[src/source/fas_pkg.sv]
package fas_pkg;

  localparam int SAMPLE_W   = 16;
  localparam int COEF_W     = 20;  // Q16
  localparam int ACC_W      = 42;
  localparam int NUM_TAPS   = 32;
  localparam int FFT_N      = 16;
  localparam int FFT_STAGES = 4;
  localparam int PART_W     = 32;
  localparam int TWID_W     = 32;  // Q16, one is 65536
  localparam int BIN_W      = 4;

  typedef logic signed [SAMPLE_W-1:0] sample_t;

  typedef struct packed {
    logic signed [PART_W-1:0] re;
    logic signed [PART_W-1:0] im;
  } cplx_t;

  typedef cplx_t [FFT_N-1:0] frame_t;

  typedef enum logic {
    FILL,
    RUN
  } fir_state_e;

  // hamming windowed sinc, cutoff fs/4, symmetric
  localparam logic signed [COEF_W-1:0] fir_coef [NUM_TAPS] = '{
    -20'sd76,    -20'sd91,    20'sd128,    20'sd191,
    -20'sd286,   -20'sd417,   20'sd590,    20'sd817,
    -20'sd1108,  -20'sd1487,  20'sd1992,   20'sd2693,
    -20'sd3747,  -20'sd5559,  20'sd9626,   20'sd29435,
    20'sd29435,  20'sd9626,   -20'sd5559,  -20'sd3747,
    20'sd2693,   20'sd1992,   -20'sd1487,  -20'sd1108,
    20'sd817,    20'sd590,    -20'sd417,   -20'sd286,
    20'sd191,    20'sd128,    -20'sd91,    -20'sd76
  };

  // cos(2*pi*k/16)
  localparam logic signed [TWID_W-1:0] twiddle_re [FFT_N/2] = '{
    32'sd65536,
    32'sd60547,
    32'sd46341,
    32'sd25080,
    32'sd0,
    -32'sd25080,
    -32'sd46341,
    -32'sd60547
  };

  // -sin(2*pi*k/16)
  localparam logic signed [TWID_W-1:0] twiddle_im [FFT_N/2] = '{
    32'sd0,
    -32'sd25080,
    -32'sd46341,
    -32'sd60547,
    -32'sd65536,
    -32'sd60547,
    -32'sd46341,
    -32'sd25080
  };

endpackage
[src/source/frame_collector.sv]
`timescale 1ns/10ps

module frame_collector #(
  parameter int FFT_N = 16
) (
  input  logic             clk,
  input  logic             rst,
  input  logic             valid_i,
  input  fas_pkg::sample_t sample_i,
  output logic             frame_valid_o,
  output fas_pkg::frame_t  frame_o
);

  localparam int SLOT_W = $clog2(FFT_N);
  localparam int SCALE  = 8;

  logic [SLOT_W-1:0] slot_q;
  logic last_slot;
  logic signed [fas_pkg::PART_W-1:0] re_ext;
  fas_pkg::cplx_t slot_d;

  assign re_ext    = sample_i;  // sign extend
  assign slot_d.re = re_ext <<< SCALE;
  assign slot_d.im = '0;

  assign last_slot = (slot_q == SLOT_W'(FFT_N - 1));

  always_ff @(posedge clk or posedge rst) begin
    if (rst) begin
      slot_q        <= '0;
      frame_valid_o <= 1'b0;
    end else begin
      frame_valid_o <= valid_i && last_slot;
      if (valid_i) begin
        slot_q <= last_slot ? '0 : slot_q + 1'b1;
      end
    end
  end

  always_ff @(posedge clk) begin
    if (valid_i) begin
      frame_o[slot_q] <= slot_d;
    end
  end

endmodule

[config.mk]
export PLATFORM = sky130hd
export DESIGN_NAME = frame_collector
export DESIGN_NICKNAME = d
export VERILOG_FILES = /design/src/source/fas_pkg.sv /design/src/source/frame_collector.sv
export SDC_FILE = /design/constraint.sdc
export NUM_CORES = 1
export LEC_CHECK = 0
export BUFFER_PORTS_ARGS = -buffer_cell sky130_fd_sc_hd__buf_4
export CORE_AREA = 3 3 406 408
export CTS_BUF_LIST = sky130_fd_sc_hd__clkbuf_4 sky130_fd_sc_hd__clkbuf_8
export DETAILED_ROUTE_END_ITERATION = 12
export DIE_AREA = 0 0 409 411
export GPL_ROUTABILITY_DRIVEN = 0
export PLACE_DENSITY = 0.3
export SLEW_MARGIN = 20
export SYNTH_ARGS = -nofsm -noshare
export SYNTH_HDL_FRONTEND = slang
export SYNTH_SLANG_ARGS = --single-unit
[constraint.sdc]
create_clock -name clk -period 3.2 [get_ports clk]
set_input_delay 0.16 -clock clk [delete_from_list [all_inputs] [get_ports clk]]
set_output_delay 0.16 -clock clk [all_outputs]
set_load 0.01 [all_outputs]
* Word-level counts from Yosys, hierarchy flattened
Index checks and enable logic that the tools add are counted.
Word-level totals: flip-flop bits (word level) 1029, input port bits 19, word-level logic and storage cells 44
Cells by class: add/sub/neg operators 1, $lt $le $gt $ge 2, equality and inequality tests 1, muxes and demuxes 4, reduce and logical (&&, ||, !) cells 2
Operator list (number):
- $bwmux 1024 | 1
- $demux 64 s4 | 1
- $mux 64 | 1
- $lt 4x5->1 const B | 1
- $add 4x1->4 const B | 1
- $eq 4x4->1 const B | 1
- $ge 4x1->1 const B | 1
- $mux 4 | 1
- $logic_and 1x1->1 | 2

* Logic depth before layout (Yosys ltp)
depth in word-level cells 5, gate-level depth with buffers 4, depth with buffers taken out 4

* Least setup slack after synthesis
No wires, ideal clock.
path type register to register, from reg, netlist name slot_q[3], to reg frame_o[488] (netlist name) (enable), setup time 0.374 ns, arrival time 1.168 ns, required time 2.826 ns, setup slack 1.658 ns, stages on the path, launching flop included 3, period minus slack after synthesis 1.542 ns, path through dfrtp_1 and3b_4 and2_1
RTL lines:
- end signal: indexed assignment | line frame_collector.sv:42 | frame_o[slot_q] <= slot_d;
- end: declaration | line frame_collector.sv:11 | output fas_pkg::frame_t frame_o

==> summary.md <==
| Metric | Value |
|---|---|
| Post-synthesis cell type count | `18` |
| Worst VDD drop | `303 µV` |
| # Post-CTS Setup Buffers | `0` |
| Via Count | `between 6000 and 7000` |
| Setup violators final | `0` |
| Hpwl dp | `34300 µm` |
| Post-synth EDFFs | `256` |
| Status | `finished, final reports clean` |
| Fmax | `515 MHz` |
| Detailed-route vias per instance | `1.79` |
| FFs w/ async S/R, synth | `0.0192` |
| Worst-path cell chain | `inv_1 -> ha_1 -> and2_1` |
| Syn_area_per_cell | `12.9 µm²` |
| Register area share after synthesis | `0.564` |
| Site row count | `148` |
| CTS buffer count | `44` |
| Final TNS setup | `0 ns` |
| Largest net degree at the start of global routing | `18` |
| CTS Buffer Depth | `3` |
| Post-Synth Adder-Cell Area | `0.00361` |
| Layout area overhead | `25.2%` |
| Slowest-stage cell, CP | `and2_1` |
| Total Wirelength | `44400 µm` |
| Max-slew violation count | `0` |
| Core area | `roughly 160000 µm²` |
| Hold crit path type | `input port to asynchronous set/reset pin` |
| CTS tree | `done` |
| Skew final | `0.0418 ns` |
| Wire per inst | `12.3 µm` |
| Worst EP arrival | `roughly 2.2 ns` |
| Synth Instances | `1070` |
| Most used flip-flop cell after synthesis | `edfxtp_1` |
| Crit. End Element | `flop` |
| Most frequent cell after synthesis | `buf_4` |
| Io pins | `1044` |
| RSZ-0062 raised after global routing | `no` |
| CTS root buf | `clkbuf_8` |
| Critical Path Source Type | `flop` |
| Initial Utilization | `0.0855` |
| Final Cycle Share | `0.606` |
| Drt first pass iters | `4` |
| Cell Area, Synth | `roughly 14000 µm²` |
| Clk_lat worst skew | `0.62 ns` |
| Worst slew pin tran | `0.941 ns` |
| DRC | `0` |
| Reg clk slew, reported paths | `0.07 ns` |
| Critical path fanouts, max | `16` |
| Hold-fix buffers at CTS | `18` |
| Pleak | `7.09 nW` |
| Largest area contributor in the netlist | `edfxtp_1` |
| Synth cell count leaders | `buf_4 (769), edfxtp_1 (256), and2_1 (16)` |
| Total chip power | `approximately 8.7 mW` |
| Critical Path RT | `3.41 ns` |
| Max Cap Violations | `0` |
| Setup CP Type | `flop to flop` |
| Drt initial violations | `168` |
| Die X | `just over 400 µm` |
| Ys Warns | `0` |
| Leading post-synthesis cells by cell area | `edfxtp_1 (55%), buf_4 (42%), dfrtp_1 (0.90%), and2_1 (0.72%), ha_1 (0.36%)` |
| Compound-Gate Fraction of Synth Area | `0.00144` |
| Global-route usage over all layers | `0.0477` |
| Vias in the first global route | `5837` |
| Placed cell area | `16300 µm²` |
| Initial antenna violation count | `10` |
| Final Instance Count excl. Fillers | `3624` |
| First-pass GRT wire length | `54600 µm` |
| Hold Vio Cnt, Final | `0` |
| Gr ovfl total | `0` |
| Power density cells | `501 nW/µm²` |
| Fin area | `about 17000 µm²` |
| PortBufs | `403` |
| Die Y-Extent | `411 µm` |
| Layout Nets | `1438` |
| # clock sinks | `~260` |
| Multiplexer share of the synthesized area | `0` |
| Number of cells after detailed placement | `3526` |
| Max-slew headroom | `0.373` |
| Main combinational cell family by area after synthesis | `buffers and inverters` |
| FF+latch count, synth | `261` |
| Yosys top cell area share | `0.555` |
| Share of cells above drive strength 1 | `0.333` |
| Min Tclk post-route | `1.94 ns` |
| Simple-gate portion of the synthesized area | `0.0126` |
| Die area | `168000 µm²` |
| Resized cells post-CTS | `0` |
| CTS H-tree depth | `2` |
| Slowest Stage Delay on Critical Path | `0.76 ns` |
| XOR/XNOR Fraction of Synth Area | `0.000632` |
| DRT antenna net count | `0` |
worst max-delay path: cells and delay by family (launching register included):
kind | cells | cell delay, ns
flops | 1 | 0.43
buf+inv | 1 | 0.13
fa+ha+maj | 1 | 0.21
simple gates | 1 | 0.76
registers in the layout (all words and copies together), names as in the netlist:
name / count
frame_valid_o: 1
slot_q: 4
frame_o: 256
power by group:
group	total (mW)	leakage [nW]	switching (mW)	internal (mW)
Clock	3.10	0.451	1.48	1.62
Combinational	1.39	4.26	0.979	0.415
Sequential	4.20	2.38	0.147	4.05
Total	8.70	7.09	2.61	6.08
cells in the final DEF, fill, tap and decap left out, types with 2 or more instances in the layout:
cell type,Yosys,routed
o21ai_0,2,2
clkinv_2,0,8
conb_1,1,640
clkinvlp_4,0,3
nand3_1,2,2
bufinv_16,0,3
edfxtp_1,256,256
and2_1,16,16
clkbuf_8,0,44
buf_4,769,411
dfrtp_1,5,5
clkinv_4,0,3
dlygate4sd3_1,0,18
diode_2,0,2
inv_1,3,3
nand2_1,4,4
clkinv_1,0,10
ha_1,4,4
clkbuf_4,0,6
cell type report:
cell class                      count  area, µm²
Antenna cell                        2       5.00
Inverter                            3       11.3
Clock buffer                       50        651
Timing Repair Buffer              429       3270
Multi-Input combinational cell    676       2660
Tap cell                         2175       2720
Fill cell                       18500     145000
Clock inverter                     28        225
Sequential cell                   261       7810
metrics by stage:
step                      hold slack, ns   util  worst slack [ns]
after floorplan                  -0.0615      -              1.66
after global placement             0.184  0.101              1.21
after detailed placement           0.183  0.101              1.15
after CTS                         0.0303  0.107              1.17
after global routing              0.0509  0.107              1.11
final                             0.0579  0.107              1.26
routing by layer:
layer  share of wire  up-vias  GRT usage
met5               0        -          0
met4           0.020        0     0.0145
met3            0.17       51     0.0342
met2            0.46      527     0.0745
met1            0.35     3127     0.0507
li1                -     2799          -
worst paths after layout:
path	slack, ns	cells after the start	to	startpoint
max	1.26	3	frame_o[432]	slot_q[0]
max in group asynchronous	2.84	3	slot_q[1]	rst
min	0.06	3	frame_valid_o	rst
max reg2reg	1.26	3	frame_o[432]	slot_q[0]
min reg2reg	0.59	2	slot_q[3]	slot_q[0]
min in group clk	0.42	3	slot_q[0]	valid_i
cell families after synthesis:
family                     Yosys count
AOI/OAI and AO/OA                    4
xor gates and xnor gates             1
adders and majority gates            4
buffers and inverters              772
DFF                                261
other                                1
and+or+nand+nor                     27
Note: power is estimated with default switching activity, not from simulation.
